==> src/verilog/fpFormatPkg.sv <==
// Single and double sit in the low operand bits, extended uses all 80 bits in x87 layout.
package fpFormatPkg;

  localparam int OP_W  = 80;  // Widest operand, extended
  localparam int EXP_W = 16;  // Internal exponent width
  localparam int SIG_W = 64;  // Significand with explicit leading bit

  localparam int SNG_EXP_W  = 8;
  localparam int SNG_FRAC_W = 23;
  localparam int DBL_EXP_W  = 11;
  localparam int DBL_FRAC_W = 52;
  localparam int EXT_EXP_W  = 15;

  typedef enum logic [1:0] {
    fmtSingle   = 2'd0,
    fmtDouble   = 2'd1,
    fmtExtended = 2'd2,
    fmtVerbatim = 2'd3   // Raw 64-bit payload, no conversion
  } fpFmtE;

  localparam logic [EXP_W-1:0] EXP_BIAS = 16'h7fff;   // Common internal bias
  localparam logic [EXP_W-1:0] SNG_BIAS = 16'd127;
  localparam logic [EXP_W-1:0] DBL_BIAS = 16'd1023;
  localparam logic [EXP_W-1:0] EXT_BIAS = 16'd16383;  // Bias of the 15-bit x87 field

  // Operand after format decode, every format on one exponent scale
  typedef struct packed {
    logic             sign;
    logic [EXP_W-1:0] exp;       // Zero for zeros and denormals
    logic [SIG_W-1:0] sig;       // Leading bit at the top
    logic             verbatim;
  } unpackedOpT;

endpackage

==> src/verilog/cvtPipePkg.sv <==
// Credit depths here size both loops; IN_CREDITS must cover the stage-1 item plus the queue.
package cvtPipePkg;

  import fpFormatPkg::*;

  localparam int INT_W   = 64;  // Result width
  localparam int INT32_W = 32;  // Narrow target width

  localparam int IN_CREDITS  = 4;  // Requests the converter can hold
  localparam int OUT_CREDITS = 2;  // Consumer buffer depth

  localparam int Q_PTR_W  = $clog2(IN_CREDITS);
  localparam int Q_CNT_W  = $clog2(IN_CREDITS + 1);
  localparam int OC_CNT_W = $clog2(OUT_CREDITS + 1);
  localparam int SHIFT_W  = $clog2(INT_W);  // Right shift amount 0..63

  typedef struct packed {
    fpFmtE           fmt;
    logic            is32b;    // Target is a 32-bit integer
    logic [OP_W-1:0] operand;
  } cvtReqT;

  typedef enum logic [1:0] {
    rangeInside = 2'd0,
    rangeOver   = 2'd1,  // Saturate, or verbatim payload
    rangeUnder  = 2'd2   // Magnitude below one
  } rangeClassE;

  // Stage-1 item after the fine shift
  typedef struct packed {
    logic [INT_W-1:0] value;
    logic             sign;
    logic             is32b;
  } alignedT;

endpackage

==> src/verilog/fpUnpack.sv <==
// Purely combinational; negative zero is decoded as positive zero, denormals keep their sign.
`timescale 1ns/1ns

module fpUnpack import fpFormatPkg::*, cvtPipePkg::*; (
  input  cvtReqT     req,
  output unpackedOpT op
);

  logic [SNG_EXP_W-1:0]  sngExp;
  logic [SNG_FRAC_W-1:0] sngFrac;
  logic [DBL_EXP_W-1:0]  dblExp;
  logic [DBL_FRAC_W-1:0] dblFrac;
  logic [EXT_EXP_W-1:0]  extExp;

  assign sngExp  = req.operand[SNG_FRAC_W +: SNG_EXP_W];
  assign sngFrac = req.operand[SNG_FRAC_W-1:0];
  assign dblExp  = req.operand[DBL_FRAC_W +: DBL_EXP_W];
  assign dblFrac = req.operand[DBL_FRAC_W-1:0];
  assign extExp  = req.operand[SIG_W +: EXT_EXP_W];

  always_comb begin
    op = '0;
    case (req.fmt)
      fmtSingle: begin
        op.sign = req.operand[SNG_FRAC_W + SNG_EXP_W];
        op.exp  = (sngExp == '0) ? '0 : EXP_W'(sngExp) + (EXP_BIAS - SNG_BIAS);
        op.sig  = {|sngExp, sngFrac, {(SIG_W - 1 - SNG_FRAC_W){1'b0}}};  // Hidden bit
      end
      fmtDouble: begin
        op.sign = req.operand[DBL_FRAC_W + DBL_EXP_W];
        op.exp  = (dblExp == '0) ? '0 : EXP_W'(dblExp) + (EXP_BIAS - DBL_BIAS);
        op.sig  = {|dblExp, dblFrac, {(SIG_W - 1 - DBL_FRAC_W){1'b0}}};
      end
      fmtExtended: begin
        op.sign = req.operand[OP_W-1];
        op.exp  = (extExp == '0) ? '0 : EXP_W'(extExp) + (EXP_BIAS - EXT_BIAS);
        op.sig  = req.operand[SIG_W-1:0];  // Leading bit is explicit
      end
      default: begin
        // Exponent of 63 leaves the payload unshifted
        op.exp      = EXP_BIAS + EXP_W'(SIG_W - 1);
        op.sig      = req.operand[SIG_W-1:0];
        op.verbatim = 1'b1;
      end
    endcase
    if (op.sig == '0) begin
      op.sign = 1'b0;  // -0 converts to 0
    end
  end

endmodule

==> src/verilog/cvtRangeCheck.sv <==
// Class is loaded only on inValid and holds otherwise; verbatim operands never flag saturation.
`timescale 1ns/1ns

module cvtRangeCheck import fpFormatPkg::*, cvtPipePkg::*; (
  input  logic       clk,
  input  logic       rstN,
  input  logic       inValid,
  input  unpackedOpT op,
  input  logic       is32b,
  output rangeClassE rangeClass,
  output logic       sat
);

  logic [EXP_W-1:0] overLimit;
  rangeClassE       classNext;

  // Unbiased exponent of width minus one no longer fits a signed integer
  always_comb begin
    overLimit = EXP_BIAS + (is32b ? EXP_W'(INT32_W - 1) : EXP_W'(INT_W - 1));
    if (op.exp < EXP_BIAS) begin
      classNext = rangeUnder;  // Below one, zeros and denormals too
    end else if (op.exp >= overLimit) begin
      classNext = rangeOver;   // Includes infinity and NaN
    end else begin
      classNext = rangeInside;
    end
  end

  always_ff @(posedge clk or negedge rstN) begin
    if (!rstN) begin
      rangeClass <= rangeUnder;
      sat        <= 1'b0;
    end else if (inValid) begin
      rangeClass <= classNext;
      sat        <= !op.verbatim && (classNext == rangeOver);
    end
  end

endmodule

==> src/verilog/cvtAlignShift.sv <==
// Result is the floor of the operand; value is only meaningful for inside-range and verbatim items.
`timescale 1ns/1ns

module cvtAlignShift import fpFormatPkg::*, cvtPipePkg::*; (
  input  logic       clk,
  input  logic       rstN,
  input  logic       inValid,
  input  unpackedOpT op,
  input  logic       is32b,
  output logic       outValid,
  output alignedT    aligned
);

  logic [SIG_W-1:0]   sigTwos;
  logic signed [SIG_W:0] fullVal;    // Sign bit on top of the magnitude
  logic signed [SIG_W:0] coarseVal;
  logic [EXP_W-1:0]   unbiased;
  logic [SHIFT_W-1:0] shAmt;

  logic signed [SIG_W:0] coarseQ;
  logic [2:0]         fineQ;
  logic               signQ;
  logic               is32bQ;
  logic signed [SIG_W:0] fineVal;

  // Two's complement so the arithmetic shift rounds toward minus infinity
  assign sigTwos = op.sign ? (~op.sig + 1'b1) : op.sig;
  assign fullVal = {op.sign, sigTwos};

  // Binary point sits 63 places right of the leading bit
  assign unbiased = op.exp - EXP_BIAS;
  assign shAmt    = SHIFT_W'(INT_W - 1) - unbiased[SHIFT_W-1:0];

  // Coarse byte shift before the register
  assign coarseVal = fullVal >>> {shAmt[SHIFT_W-1:3], 3'b000};

  always_ff @(posedge clk or negedge rstN) begin
    if (!rstN) begin
      outValid <= 1'b0;
    end else begin
      outValid <= inValid;  // Stage-1 item present
    end
  end

  always_ff @(posedge clk) begin
    if (inValid) begin
      coarseQ <= coarseVal;
      fineQ   <= shAmt[2:0];
      signQ   <= op.sign;
      is32bQ  <= is32b;
    end
  end

  // Fine shift of 0 to 7 bits after the register
  assign fineVal = coarseQ >>> fineQ;

  always_comb begin
    aligned.value = fineVal[INT_W-1:0];
    aligned.sign  = signQ;
    aligned.is32b = is32bQ;
  end

endmodule

==> src/verilog/cvtResultMerge.sv <==
// Queue depth equals IN_CREDITS; an upstream producer that ignores its credits will overrun it.
`timescale 1ns/1ns

module cvtResultMerge import cvtPipePkg::*; (
  input  logic             clk,
  input  logic             rstN,
  input  logic             inValid,
  input  rangeClassE       rangeClass,
  input  logic             sat,
  input  alignedT          aligned,
  input  logic             resCredit,
  output logic             resValid,
  output logic [INT_W-1:0] res,
  output logic             reqCredit
);

  logic [INT_W-1:0]    widthMask;
  logic [INT_W-1:0]    maxVal;
  logic [INT_W-1:0]    minVal;
  logic [INT_W-1:0]    satVal;
  logic [INT_W-1:0]    underVal;
  logic [INT_W-1:0]    payload;
  logic [INT_W-1:0]    merged;

  logic [INT_W-1:0]    queueMem [IN_CREDITS];
  logic [Q_PTR_W-1:0]  wrPtr;
  logic [Q_PTR_W-1:0]  rdPtr;
  logic [Q_CNT_W-1:0]  qCount;
  logic [OC_CNT_W-1:0] outCredits;
  logic                issue;

  // Constants derived from the target width
  always_comb begin
    widthMask = aligned.is32b ? {{(INT_W - INT32_W){1'b0}}, {INT32_W{1'b1}}} : '1;
    maxVal    = widthMask >> 1;
    minVal    = widthMask & ~maxVal;  // Top bit of the target only
    satVal    = aligned.sign ? minVal : maxVal;
    underVal  = aligned.sign ? widthMask : '0;  // Minus one, zero-extended for 32 bits
    payload   = aligned.value & widthMask;
  end

  always_comb begin
    case (rangeClass)
      rangeUnder: merged = underVal;
      rangeOver:  merged = sat ? satVal : payload;  // Not sat means verbatim
      default:    merged = payload;
    endcase
  end

  // Issue needs a queued result and a consumer slot
  assign issue     = (qCount != '0) && (outCredits != '0);
  assign resValid  = issue;
  assign reqCredit = issue;   // Slot freed as the result leaves
  assign res       = queueMem[rdPtr];

  always_ff @(posedge clk) begin
    if (inValid) begin
      queueMem[wrPtr] <= merged;
    end
  end

  always_ff @(posedge clk or negedge rstN) begin
    if (!rstN) begin
      wrPtr      <= '0;
      rdPtr      <= '0;
      qCount     <= '0;
      outCredits <= OC_CNT_W'(OUT_CREDITS);
    end else begin
      if (inValid) begin
        wrPtr <= (wrPtr == Q_PTR_W'(IN_CREDITS - 1)) ? '0 : wrPtr + 1'b1;
      end
      if (issue) begin
        rdPtr <= (rdPtr == Q_PTR_W'(IN_CREDITS - 1)) ? '0 : rdPtr + 1'b1;
      end
      qCount     <= qCount + Q_CNT_W'(inValid) - Q_CNT_W'(issue);
      outCredits <= outCredits + OC_CNT_W'(resCredit) - OC_CNT_W'(issue);
    end
  end

endmodule

==> src/verilog/fpToIntConverter.sv <==
// Rounds toward minus infinity only, no flags; the requester must hold a credit for each reqValid.
`timescale 1ns/1ns

module fpToIntConverter import fpFormatPkg::*, cvtPipePkg::*; (
  input  logic             clk,
  input  logic             rstN,
  input  logic             reqValid,
  input  cvtReqT           req,
  output logic             reqCredit,
  output logic             resValid,
  output logic [INT_W-1:0] res,
  input  logic             resCredit
);

  unpackedOpT unpacked;
  rangeClassE rangeClass;
  logic       sat;
  logic       alignValid;  // Stage-1 valid
  alignedT    aligned;

  fpUnpack u_fpUnpack (
    .req (req),
    .op  (unpacked)
  );

  // Range check and alignment run side by side on the same edge
  cvtRangeCheck u_cvtRangeCheck (
    .clk        (clk),
    .rstN       (rstN),
    .inValid    (reqValid),
    .op         (unpacked),
    .is32b      (req.is32b),
    .rangeClass (rangeClass),
    .sat        (sat)
  );

  cvtAlignShift u_cvtAlignShift (
    .clk      (clk),
    .rstN     (rstN),
    .inValid  (reqValid),
    .op       (unpacked),
    .is32b    (req.is32b),
    .outValid (alignValid),
    .aligned  (aligned)
  );

  cvtResultMerge u_cvtResultMerge (
    .clk        (clk),
    .rstN       (rstN),
    .inValid    (alignValid),
    .rangeClass (rangeClass),
    .sat        (sat),
    .aligned    (aligned),
    .resCredit  (resCredit),
    .resValid   (resValid),
    .res        (res),
    .reqCredit  (reqCredit)
  );

endmodule

==> config.mk <==
export PLATFORM = sky130hd
export DESIGN_NAME = fpToIntConverter
export DESIGN_NICKNAME = d
export VERILOG_FILES = /design/src/verilog/fpFormatPkg.sv /design/src/verilog/cvtPipePkg.sv /design/src/verilog/fpUnpack.sv /design/src/verilog/cvtRangeCheck.sv /design/src/verilog/cvtAlignShift.sv /design/src/verilog/cvtResultMerge.sv /design/src/verilog/fpToIntConverter.sv
export SDC_FILE = /design/constraint.sdc
export NUM_CORES = 1
export LEC_CHECK = 0
export BUFFER_PORTS_ARGS = -buffer_cell sky130_fd_sc_hd__buf_2
export CAP_MARGIN = 20
export CORE_ASPECT_RATIO = 0.7
export CORE_UTILIZATION = 40
export CTS_CLUSTER_SIZE = 24
export DETAILED_ROUTE_END_ITERATION = 7
export PLACE_DENSITY = 0.57
export SYNTH_ARGS = -nofsm -noshare
export SYNTH_HDL_FRONTEND = slang
export SYNTH_SLANG_ARGS = --single-unit
export TNS_END_PERCENT = 30
==> constraint.sdc <==
create_clock -name clk -period 5.8 [get_ports clk]
set_clock_uncertainty 0.15 [all_clocks]
set_input_delay 1.74 -clock clk [delete_from_list [all_inputs] [get_ports clk]]
set_output_delay 1.74 -clock clk [all_outputs]
set_load 0.02 [all_outputs]
==> qor.txt, run 1 <==
Launching element type of the critical path: input port
Post-route clock period utilization: 92.8%
Arrival time of the worst setup path: 5.48 ns
Crit path max fanout: 23
DR vias/cell: 6.13
TritonCTS clock tree: built
Die outline area: 53700 µm²
Setup WS post-layout: 0.415 ns
Top Ports: 153
Classification of the worst setup path: input port to flop
Floorplan core area: 52200 µm²
Worst hold slack across all endpoints: 0.363 ns
# clock sinks: 338
Power per Cell Area: 405 nW/µm²
#FFs+latches synth: 338
Number of different library cells in the post-synthesis netlist: 85
Number of buffers inserted during clock tree synthesis: 34
Max clock buf depth: 3
Hold WC Path Type: flop to flop
Mean instance size in the synthesized netlist: 11.7 µm²
Initial antenna violation count: 0
Synthesis-to-layout area growth: 17.2%
Via count of the routed design: 16688
Final hold violation count: 0
Global-route usage over all layers: 25.0%
Least-Margin Pin Slew: 1.03 ns
Quantity of hold-fixing buffers added after cts: 0
Library cell with the highest instance count after synthesis: sky130_fd_sc_hd__edfxtp_1
Number of DRC violations after detailed-routing iteration 0: 1910
Rel. slew slack: 30.4%
Cell area after synthesis: 21100 µm²
Leakage power: 9.08 nW
Max frequency: 0.186 GHz
Standard-cell rows: 70
Pin count of the biggest net entering global routing: 74
Final count of pins violating max slew: 0
Unrepaired setup endpoints after global routing: false
Run status: complete, no violations
Floorplan die height: 194 µm
Yosys top cell by area: sky130_fd_sc_hd__edfxtp_1
Net Count, Synth: 1916
Shortest clock period the worst path allows after layout: 5.39 ns
Number of resized instances in the post-cts repair step: 0
Crit. End Element: flop
Buffer type at the clock tree root: sky130_fd_sc_hd__clkbuf_16
Clock transition at the register clock pins on the worst setup and hold paths after CTS: 0.06 ns
Main flop type after synthesis: sky130_fd_sc_hd__edfxtp_1
Total half-perimeter wirelength after legalization and detailed placement: 50.4 mm
Worst Path Required: 5.90 ns
Avg WL per Cell: 24.9 µm
Clock latency reported for the late side of the worst-skew pair: 0.52 ns
DR pass1 iterations: 5
Global-route congestion overflow total: 0
Max-cap violations: 0
Fraction of registers with async set/reset: 3.85%
Floorplan die width: 277 µm
Post-detailed-route count of antenna-violating nets: 0
Initial standard-cell utilization of the core: 40.5%
Detailed-route wire length: 67.8 mm
EDFF count, synth: 325
Deepest level of the CTS H-tree: 2
Total negative slack for setup checks: 0 ns
Final setup vio count: 0
Number of buffers added for setup after CTS: 0
Fraction of layout instances using a drive strength above 1: 27.0%
Weighted congestion reported at the end of routability-driven placement: 0.975
Count of yosys warnings during synthesis: 0
Post-layout nets: 2119
Share of the synthesized area in the top cell type: 46.2%
First-pass GRT wire length: 103 mm
Number of buffers added on ports: 152
Number of global-route vias before repair: 16252
Residual DRC count: 0
Commonest cells in the synthesized netlist: sky130_fd_sc_hd__edfxtp_1 (325), sky130_fd_sc_hd__o21ai_0 (145), sky130_fd_sc_hd__nor2_1 (133), sky130_fd_sc_hd__nand2_1 (121), sky130_fd_sc_hd__mux2i_1 (114)
Count of mapped cells out of synthesis: 1811
Largest cells by area after synthesis: sky130_fd_sc_hd__edfxtp_1 (46%), sky130_fd_sc_hd__mux4_2 (12%), sky130_fd_sc_hd__mux2i_1 (5.4%), sky130_fd_sc_hd__o21ai_0 (3.4%), sky130_fd_sc_hd__a21oi_1 (2.6%)
Max rail drop VDD: 0.281 mV
Worst slack, placed: -0.0414 ns
Sequential area share after synthesis: 47.8%
==> path summary, 6_finish.rpt <==
check,start,end,slack [ns],depth (start not counted)
worst max-delay path,req[81],u_cvtAlignShift.coarseQ[14]$_DFFE_PP_,0.41,15
worst min-delay path,u_cvtResultMerge.outCredits[1]$_DFF_PN1_,u_cvtResultMerge.outCredits[1]$_DFF_PN1_,0.36,1
worst max register to register,u_cvtRangeCheck.rangeClass[0]$_DFFE_PN0P_,u_cvtResultMerge.queueMem[3][11]$_DFFE_PP_,2.29,6
worst min register to register,u_cvtResultMerge.outCredits[1]$_DFF_PN1_,u_cvtResultMerge.outCredits[1]$_DFF_PN1_,0.36,1
max in group asynchronous,rstN,u_cvtRangeCheck.rangeClass[1]$_DFFE_PN1P_,4.19,1
min in group asynchronous,rstN,u_cvtResultMerge.outCredits[0]$_DFF_PN0_,0.99,1
==> registers in the layout (all words and copies together) (netlist names) <==
name / cells
u_cvtResultMerge.rdPtr: 2
u_cvtAlignShift.outValid: 1
u_cvtRangeCheck.rangeClass: 2
u_cvtAlignShift.is32bQ: 1
u_cvtRangeCheck.sat: 1
u_cvtAlignShift.fineQ: 3
u_cvtResultMerge.queueMem: 256
u_cvtResultMerge.wrPtr: 2
u_cvtAlignShift.coarseQ: 64
u_cvtResultMerge.outCredits: 2
u_cvtAlignShift.signQ: 1
u_cvtResultMerge.qCount: 3
==> layout by cell type (no fill, tap or decap), types with 12 or more instances in the layout <==
master                      netlist  layout
sky130_fd_sc_hd__edfxtp_1       325     325
sky130_fd_sc_hd__buf_4            3     158
sky130_fd_sc_hd__buf_2           19     151
sky130_fd_sc_hd__o21ai_0        145     144
sky130_fd_sc_hd__nor2_1         133     132
sky130_fd_sc_hd__nand2_1        121     119
sky130_fd_sc_hd__mux2i_1        114     114
sky130_fd_sc_hd__mux4_2         112     112
sky130_fd_sc_hd__a21oi_1        110     110
sky130_fd_sc_hd__o21a_1          45      45
sky130_fd_sc_hd__nor2b_1         40      39
sky130_fd_sc_hd__nor3_1          37      37
sky130_fd_sc_hd__xnor2_1         40      36
sky130_fd_sc_hd__clkbuf_16        0      36
sky130_fd_sc_hd__a211o_1         35      35
sky130_fd_sc_hd__nand3_1         30      30
sky130_fd_sc_hd__a22oi_1         30      30
sky130_fd_sc_hd__inv_1           23      23
sky130_fd_sc_hd__o211ai_1        23      23
sky130_fd_sc_hd__a211oi_1        20      20
sky130_fd_sc_hd__mux2_2          20      20
sky130_fd_sc_hd__a31oi_1         20      20
sky130_fd_sc_hd__ha_1            17      16
sky130_fd_sc_hd__a221oi_1        12      12
sky130_fd_sc_hd__xor2_1          14      12
sky130_fd_sc_hd__buf_12           0      12
==> cell families after synthesis <==
logic type | synth area share, %
AOI/OAI and AO/OA | 16.6
and+or+nand+nor | 10.1
adders and majority gates | 1.10
muxes | 18.7
DFF | 47.8
buffers and inverters | 3.58
xor gates and xnor gates | 2.24
==> power by group <==
part	internal (W)	switching [W]	leakage, nW	total [W]
combinational	0.00169	0.00238	5.33	0.00407
clock	0.00125	0.000957	0.535	0.00221
sequential	0.00344	0.000313	3.21	0.00375
total	0.00638	0.00365	9.08	0.0100
==> metal layers <==
metal  global-route usage (%)  up-vias  wire, µm
li1                         -     7551         -
met1                     37.2     8401     31600
met2                     35.8      645     28700
met3                     7.51       91      6290
met4                     5.00        0      1200
met5                        0        -         0
==> layout make-up <==
type / instances / area [µm²]
antenna: 3 / 7.51
clock buffer: 37 / 883
clock inverter: 21 / 213
fill: 4731 / 27400
inverter: 24 / 90.1
multi-input combinational: 1293 / 10400
sequential: 338 / 10100
tap: 684 / 856
timing repair buffer: 323 / 2220
==> per-stage QoR <==
stage | power [W] | cells | utilization [%] | cell area, µm²
after floorplan | 0.00642 | 1811 | - | 21200
after global placement | 0.00779 | 2660 | 45.2 | 23600
after detailed placement | 0.00785 | 2660 | 45.2 | 23600
after CTS | 0.0101 | 2718 | 47.3 | 24700
after global routing | 0.0105 | 2720 | 47.4 | 24800
final | 0.0100 | 2723 | 47.4 | 24800
==> critical path, cell delays in order <==
cell,delay (ns)
sky130_fd_sc_hd__buf_2,0.43
sky130_fd_sc_hd__nor2b_2,0.60
sky130_fd_sc_hd__buf_4,0.23
sky130_fd_sc_hd__a22oi_1,0.11
sky130_fd_sc_hd__and4_1,0.27
sky130_fd_sc_hd__and4_1,0.26
sky130_fd_sc_hd__nand4_4,0.19
sky130_fd_sc_hd__o21ai_4,0.09
sky130_fd_sc_hd__buf_4,0.24
sky130_fd_sc_hd__nor2_1,0.24
sky130_fd_sc_hd__a221oi_1,0.15
sky130_fd_sc_hd__buf_4,0.16
sky130_fd_sc_hd__a21oi_1,0.46
sky130_fd_sc_hd__buf_4,0.22
sky130_fd_sc_hd__o21ai_0,0.07
Power figures use the tool's default switching activity.
==> inputs of run 2 (changes only) <==
CORE_MARGIN = 5   (was not set)
RECOVER_POWER = 100   (was not set)
==> run 2 against run 1 <==
The flow now finishes with violations (max-capacitance violations, max-slew violations); wire length fell by 2.3%; clock power decreased by 8%; highest routed layer unchanged; non-clock buffer count fell by 20; fmax is 0.81% lower; sequential power is essentially flat; sequential cell count is the same; register-to-register slack worse by 1.3 ns; via count shrank 0.94%; global-route usage shrank 2.6 points; worst hold slack got worse by 0.022 ns; first-iteration DRC count rose by 5.7%; clock-buffer cell count rose by 5; critical endpoint is now u_cvtAlignShift.coarseQ[36]$_DFFE_PP_.
==> qor.txt, run 2 (synthesis results as in run 1) <==
Clock latency reported for the late side of the worst-skew pair: 0.59 ns (+0.07 ns)
Run status: complete, but fails checks
Final hold violation count: 0 (unchanged)
Shortest clock period the worst path allows after layout: 5.43 ns (+0.0438 ns)
Fraction of layout instances using a drive strength above 1: 21.3% (-5.7 points)
Floorplan die width: 285 µm (+2.9%)
Global-route usage over all layers: 22.3% (-2.6 points)
Most frequent cells in the layout: sky130_fd_sc_hd__edfxtp_1 (325), sky130_fd_sc_hd__o21ai_0 (146), sky130_fd_sc_hd__nor2_1 (132)
Crit path max fanout: 25 (+8.7%)
Most common cell after layout, fill and taps aside: sky130_fd_sc_hd__edfxtp_1
Arrival time of the worst setup path: 5.59 ns (+0.11 ns)
Origin of the worst min-delay path: u_cvtResultMerge.outCredits[1]$_DFF_PN1_
Top Registers: u_cvtResultMerge.queueMem: 256 flops, u_cvtAlignShift.coarseQ: 64 flops
Number of buffers added for setup after CTS: 0 (unchanged)
Max frequency: 0.184 GHz (-0.81%)
Unrepaired setup endpoints after global routing: false
Synthesis-to-layout area growth: 15.1%
DR vias/cell: 6.12 (about the same)
Rel. slew slack: -175% (-210 points)
Post-layout nets: 2096 (-1.1%)
Least-Margin Pin Slew: 4.13 ns (+3.09 ns)
Number of flip-flops in the largest register: 256 (unchanged)
Largest register by flop count: u_cvtResultMerge.queueMem
Pin count of the biggest net entering global routing: 65 (-12%)
First-pass GRT wire length: 101 mm (-1.1%)
DP Area: 23500 µm² (-0.64%)
Crit path largest cell delay: 0.46 ns (-0.14 ns)
Kind of cell adding the most delay to the critical path: buffers and inverters
Count of buffer and inverter cells on the critical path: 4 (-1)
Final setup vio count: 0 (unchanged)
Buffer type at the clock tree root: sky130_fd_sc_hd__clkbuf_16
Residual DRC count: 0 (unchanged)
Quantity of hold-fixing buffers added after cts: 0 (unchanged)
Violated checks: max-capacitance violations, max-slew violations
Power per Cell Area: 402 nW/µm² (-0.75%)
Floorplan core area: 52200 µm² (unchanged)
Initial standard-cell utilization of the core: 40.5% (unchanged)
Max clock buf depth: 3 (unchanged)
Slowest cell on the critical path: sky130_fd_sc_hd__buf_2
Max-cap violations: 9 (+9)
Final count of pins violating max slew: 375 (+375)
Standard-cell rows: 70 (unchanged)
Top Ports: 153 (unchanged)
Clock transition at the register clock pins on the worst setup and hold paths after CTS: 0.06 ns (about the same)
Number of DRC violations after detailed-routing iteration 0: 2019 (+5.7%)
Number of global-route vias before repair: 16153 (-0.61%)
Crit. End Element: flop
Weighted congestion reported at the end of routability-driven placement: 0.962 (-1.3%)
FF-to-FF Start: u_cvtAlignShift.fineQ[2]$_DFFE_PP_
Hold WC Path Type: flop to flop
Post-detailed-route count of antenna-violating nets: 0 (unchanged)
Critical Path, Cell by Cell: buf_2, nor2b_1, buf_4, a22oi_1, and4_1, nand4_1, clkbuf_1, clkbuf_1, nor2_1, a21oi_1, xor2_1, o21ai_0, mux2i_1, a21oi_1
Classification of the worst setup path: input port to flop
DR pass1 iterations: 7 (+2)
Initial antenna violation count: 2 (+2)
Total half-perimeter wirelength after legalization and detailed placement: 49.7 mm (-1.5%)
Post-route clock period utilization: 93.6% (+0.76 points)
Floorplan die height: 202 µm (+4.1%)
# clock sinks: 338 (unchanged)
Die outline area: 57600 µm² (+7.1%)
Global-route congestion overflow total: 0 (unchanged)
Critical path startpoint: req[81]
Launching element type of the critical path: input port
Number of buffers inserted during clock tree synthesis: 31 (-8.8%)
Number of buffers added on ports: 152 (unchanged)
Avg WL per Cell: 24.5 µm (-1.5%)
Max rail drop VDD: 0.279 mV (-0.73%)
Number of resized instances in the post-cts repair step: 0 (unchanged)
TritonCTS clock tree: built
Ant. Diodes: 0 (-3)
Detailed-route wire length: 66.2 mm (-2.3%)
Leakage power: 8.66 nW (-4.7%)
Via count of the routed design: 16531 (-0.94%)
Worst hold slack across all endpoints: 0.342 ns (-0.0217 ns)
Worst Path Required: 5.96 ns (+0.06 ns)
Post-route cell area: 24300 µm² (-1.8%)
Deepest level of the CTS H-tree: 1 (-1)
[run 2: worst paths after layout]
path	depth (start not counted)	to	slack (ns)
worst min register to register	1	u_cvtResultMerge.outCredits[1]$_DFF_PN1_	0.34
min in group asynchronous	1	u_cvtResultMerge.outCredits[0]$_DFF_PN0_	1.11
max in group asynchronous	1	u_cvtResultMerge.rdPtr[0]$_DFFE_PN0P_	3.73
worst min-delay path	1	u_cvtResultMerge.outCredits[1]$_DFF_PN1_	0.34
worst max register to register	5	u_cvtResultMerge.queueMem[0][3]$_DFFE_PP_	0.99
worst max-delay path	14	u_cvtAlignShift.coarseQ[36]$_DFFE_PP_	0.37
[run 2: report_power, final]
group          switching, W  internal (W)  leakage (nW)
combinational       0.00240       0.00157          4.95
clock              0.000915       0.00113         0.493
sequential         0.000296       0.00346          3.21
total               0.00361       0.00616          8.66
[run 2: area by class of cell]
| class | count | area (µm²) |
|---|---|---|
| multi-input combinational | 1293 | 10400 |
| clock buffer | 42 | 847 |
| inverter | 24 | 90.1 |
| sequential | 338 | 10100 |
| tap | 684 | 856 |
| timing repair buffer | 303 | 1890 |
| fill | 4831 | 27900 |
| clock inverter | 16 | 168 |
[run 2: stage by stage]
stage / util (%) / instances / setup TNS [ns] / setup slack (ns) / power, W
6_report: 46.6 / 2700 / 0 / 0.371 / 0.00977
5_1_grt: 46.6 / 2700 / 0 / 0.236 / 0.0103
4_1_cts: 46.9 / 2698 / 0 / 0.607 / 0.00991
3_5_place_dp: 45.0 / 2640 / -0.00128 / -0.00128 / 0.00785
3_3_place_gp: 45.0 / 2640 / 0 / 0.0303 / 0.00777
2_1_floorplan: - / 1811 / 0 / 0.00205 / 0.00642
[run 2: per-layer routing]
metal / vias to the layer above / GRT usage, % / routed length, µm
met4: 0 / 3.72 / 1140
met2: 696 / 33.0 / 28600
met1: 8253 / 33.4 / 30100
met5: - / 0 / 0
li1: 7494 / - / -
met3: 88 / 6.30 / 6340
==> inputs of run 3 (changes only) <==
CAP_MARGIN = 15   (was 20)
CORE_UTILIZATION = 45   (was 40)
PLACE_DENSITY = 0.62   (was 0.57)
==> run 3 against run 2 <==
The flow still finishes with violations (max-capacitance violations, max-slew violations); setup slack got worse by 0.20 ns; via count increased by 2.8%; critical path depth decreased by 3; wire length increased by 4.8%; final area decreased by 0.96%; critical path type unchanged; largest power group unchanged.
==> qor.txt, run 3 (synthesis results as in run 1) <==
Switching fraction of total power: 37.4% (+0.44 points)
TritonCTS clock tree: built
Post-layout nets: 2092 (-0.19%)
Number of cells on the worst hold path: 1 (unchanged)
Number of DRC violations after detailed-routing iteration 0: 2249 (+11%)
Floorplan core area: 46400 µm² (-11%)
Clock transition at the register clock pins on the worst setup and hold paths after CTS: 0.06 ns (about the same)
Flop-to-flop setup slack: 0.46 ns (-0.53 ns)
Origin of the worst min-delay path: u_cvtResultMerge.outCredits[1]$_DFF_PN1_
Most frequent cells in the layout: sky130_fd_sc_hd__edfxtp_1 (325), sky130_fd_sc_hd__o21ai_0 (145), sky130_fd_sc_hd__nor2_1 (132)
Number of buffers added on ports: 152 (unchanged)
Combinational fraction of design power: 40.9% (+0.3 points)
Top Registers: u_cvtResultMerge.queueMem: 256 flops, u_cvtAlignShift.coarseQ: 64 flops
Reg-to-Reg End: u_cvtResultMerge.queueMem[1][3]$_DFFE_PP_
Final setup vio count: 0 (unchanged)
Initial antenna violation count: 0 (-2)
Number of buffers inserted during clock tree synthesis: 31 (unchanged)
Clock latency reported for the late side of the worst-skew pair: 0.57 ns (-0.02 ns)
Crit path max fanout: 10 (-60%)
Total half-perimeter wirelength after legalization and detailed placement: 52.6 mm (+6.0%)
Max-cap violations: 8 (-1)
Via count of the routed design: 16988 (+2.8%)
Total negative slack for setup checks: 0 ns (unchanged)
Residual DRC count: 0 (unchanged)
Number of flip-flops in the largest register: 256 (unchanged)
Weighted congestion reported at the end of routability-driven placement: 1.04 (+8.1%)
Cell internal power dissipation: 0.00604 W (-2.0%)
Final hold violation count: 0 (unchanged)
Worst Path Required: 6.03 ns (+0.07 ns)
Flop pwr share: 39.1% (+0.6 points)
Largest register by flop count: u_cvtResultMerge.queueMem
Global-route usage over all layers: 26.6% (+4.2 points)
Rel. slew slack: -125% (+51 points)
Max rail drop VDD: 0.238 mV (-15%)
Post-detailed-route count of antenna-violating nets: 0 (unchanged)
Violated checks: max-capacitance violations, max-slew violations
Least-Margin Pin Slew: 3.37 ns (-0.758 ns)
Launching element type of the critical path: input port
Final core utilization: 51.9% (+5.3 points)
Floorplan die width: 269 µm (-5.5%)
Final count of pins violating max slew: 325 (-13%)
DR pass1 iterations: 6 (-1)
Classification of the worst setup path: input port to flop
Floorplan die height: 191 µm (-5.4%)
Number of buffers added for setup after CTS: 0 (unchanged)
Deepest level of the CTS H-tree: 1 (unchanged)
Critical path startpoint: req[81]
Clock group share of total power: 20.0% (-0.9 points)
Quantity of hold-fixing buffers added after cts: 0 (unchanged)
Max clock buf depth: 3 (unchanged)
# clock sinks: 338 (unchanged)
Shortest clock period the worst path allows after layout: 5.63 ns (+0.196 ns)
Fraction of layout instances using a drive strength above 1: 21.3% (-0.046 points)
Arrival time of the worst setup path: 5.86 ns (+0.27 ns)
Synthesis-to-layout area growth: 14.0%
Unrepaired setup endpoints after global routing: false
Worst hold slack across all endpoints: 0.344 ns (+0.00192 ns)
Hold WC Path Type: flop to flop
Max frequency: 0.178 GHz (-3.5%)
Global-route congestion overflow total: 0 (unchanged)
Pwr Total: 0.00964 W (-1.3%)
Run status: complete, but fails checks
FF-to-FF Start: u_cvtAlignShift.fineQ[2]$_DFFE_PP_
Standard-cell rows: 66 (-5.7%)
Detailed-route wire length: 69.4 mm (+4.8%)
Number of global-route vias before repair: 16136 (-0.11%)
Most common cell after layout, fill and taps aside: sky130_fd_sc_hd__edfxtp_1
Power per Cell Area: 400 nW/µm² (-0.36%)
Switch Pwr: 0.00361 W (-0.14%)
Number of cells on the worst reg-to-reg path: 5 (unchanged)
Initial standard-cell utilization of the core: 45.5% (+5.0 points)
End point of the most critical hold path: u_cvtResultMerge.outCredits[1]$_DFF_PN1_
Top Ports: 153 (unchanged)
Post-route clock period utilization: 97.0% (+3.4 points)
First-pass GRT wire length: 104 mm (+2.6%)
Die outline area: 51400 µm² (-11%)
Crit. End Element: flop
Number of resized instances in the post-cts repair step: 0 (unchanged)
Leakage power: 8.61 nW (-0.53%)
Pin count of the biggest net entering global routing: 54 (-17%)
DR vias/cell: 6.47 (+5.7%)
Buffer type at the clock tree root: sky130_fd_sc_hd__clkbuf_16
Avg WL per Cell: 26.5 µm (+7.9%)
run 3: cell count changes in the layout (fill, tap and decap cells not counted), moves of 3 or more:
| cell | change |
|---|---|
| sky130_fd_sc_hd__clkinv_1 | +9 |
| sky130_fd_sc_hd__buf_4 | +11 |
| sky130_fd_sc_hd__buf_12 | -5 |
| sky130_fd_sc_hd__clkinv_4 | +3 |
| sky130_fd_sc_hd__clkinvlp_4 | -3 |
| sky130_fd_sc_hd__clkbuf_8 | -3 |
| sky130_fd_sc_hd__clkbuf_1 | -12 |
run 3: final cells by class:
class                   instances  area [µm²]
repair buffers                299        1820
flip-flops and latches        338       10100
diodes                          1        2.50
inverters                      24        90.1
clock inverters                21         150
multi-input cells            1293       10400
well taps                     612         766
clock buffers                  36         795
fillers                      4138       22300
run 3: power by group through the flow:
stage               combinational, W  clock, W  sequential [W]
finish                       0.00394   0.00193         0.00377
global route                 0.00425   0.00208         0.00384
CTS                          0.00402   0.00197         0.00376
detailed placement           0.00401         0         0.00381
global placement             0.00397         0         0.00378
floorplan                    0.00282         0         0.00360
run 3: critical path, cell delays in order:
cell	delay, ns
sky130_fd_sc_hd__buf_2	0.14
sky130_fd_sc_hd__nor2b_1	0.29
sky130_fd_sc_hd__clkbuf_2	0.28
sky130_fd_sc_hd__a22oi_1	0.33
sky130_fd_sc_hd__or3b_2	0.59
sky130_fd_sc_hd__or4_4	0.55
sky130_fd_sc_hd__nor4_2	0.50
sky130_fd_sc_hd__nor2_1	0.13
sky130_fd_sc_hd__a2111oi_0	0.78
sky130_fd_sc_hd__a21oi_1	0.20
sky130_fd_sc_hd__a21oi_1	0.30
run 3: how the worst max path moves through the flow:
stage / cells after the start / endpoint / slack, ns
finish: 11 / u_cvtAlignShift.coarseQ[13]$_DFFE_PP_ / 0.17
detailed placement: 10 / u_cvtAlignShift.coarseQ[13]$_DFFE_PP_ / -0.12
global placement: 12 / u_cvtAlignShift.coarseQ[13]$_DFFE_PP_ / 0.03
global route: 11 / u_cvtAlignShift.coarseQ[13]$_DFFE_PP_ / 0.13
CTS: 12 / u_cvtAlignShift.coarseQ[13]$_DFFE_PP_ / 0.45
floorplan: 24 / u_cvtAlignShift.coarseQ[13]$_DFFE_PP_ / 0.002
run 3: stage by stage:
| stage | setup WS [ns] | cells | instance area, µm² |
|---|---|---|---|
| 2_1_floorplan | 0.00205 | 1811 | 21200 |
| 3_3_place_gp | 0.0283 | 2565 | 23300 |
| 3_5_place_dp | -0.119 | 2565 | 23300 |
| 4_1_cts | 0.453 | 2622 | 24300 |
| 5_1_grt | 0.132 | 2623 | 24100 |
| 6_report | 0.175 | 2624 | 24100 |
run 3: metal layers:
layer | vias to the layer above | global-route usage [%] | wire [µm]
li1 | 7481 | - | -
met1 | 8568 | 41.6 | 31800
met2 | 863 | 36.8 | 28800
met3 | 76 | 8.66 | 7820
met4 | 0 | 3.57 | 928
met5 | - | 0 | 0
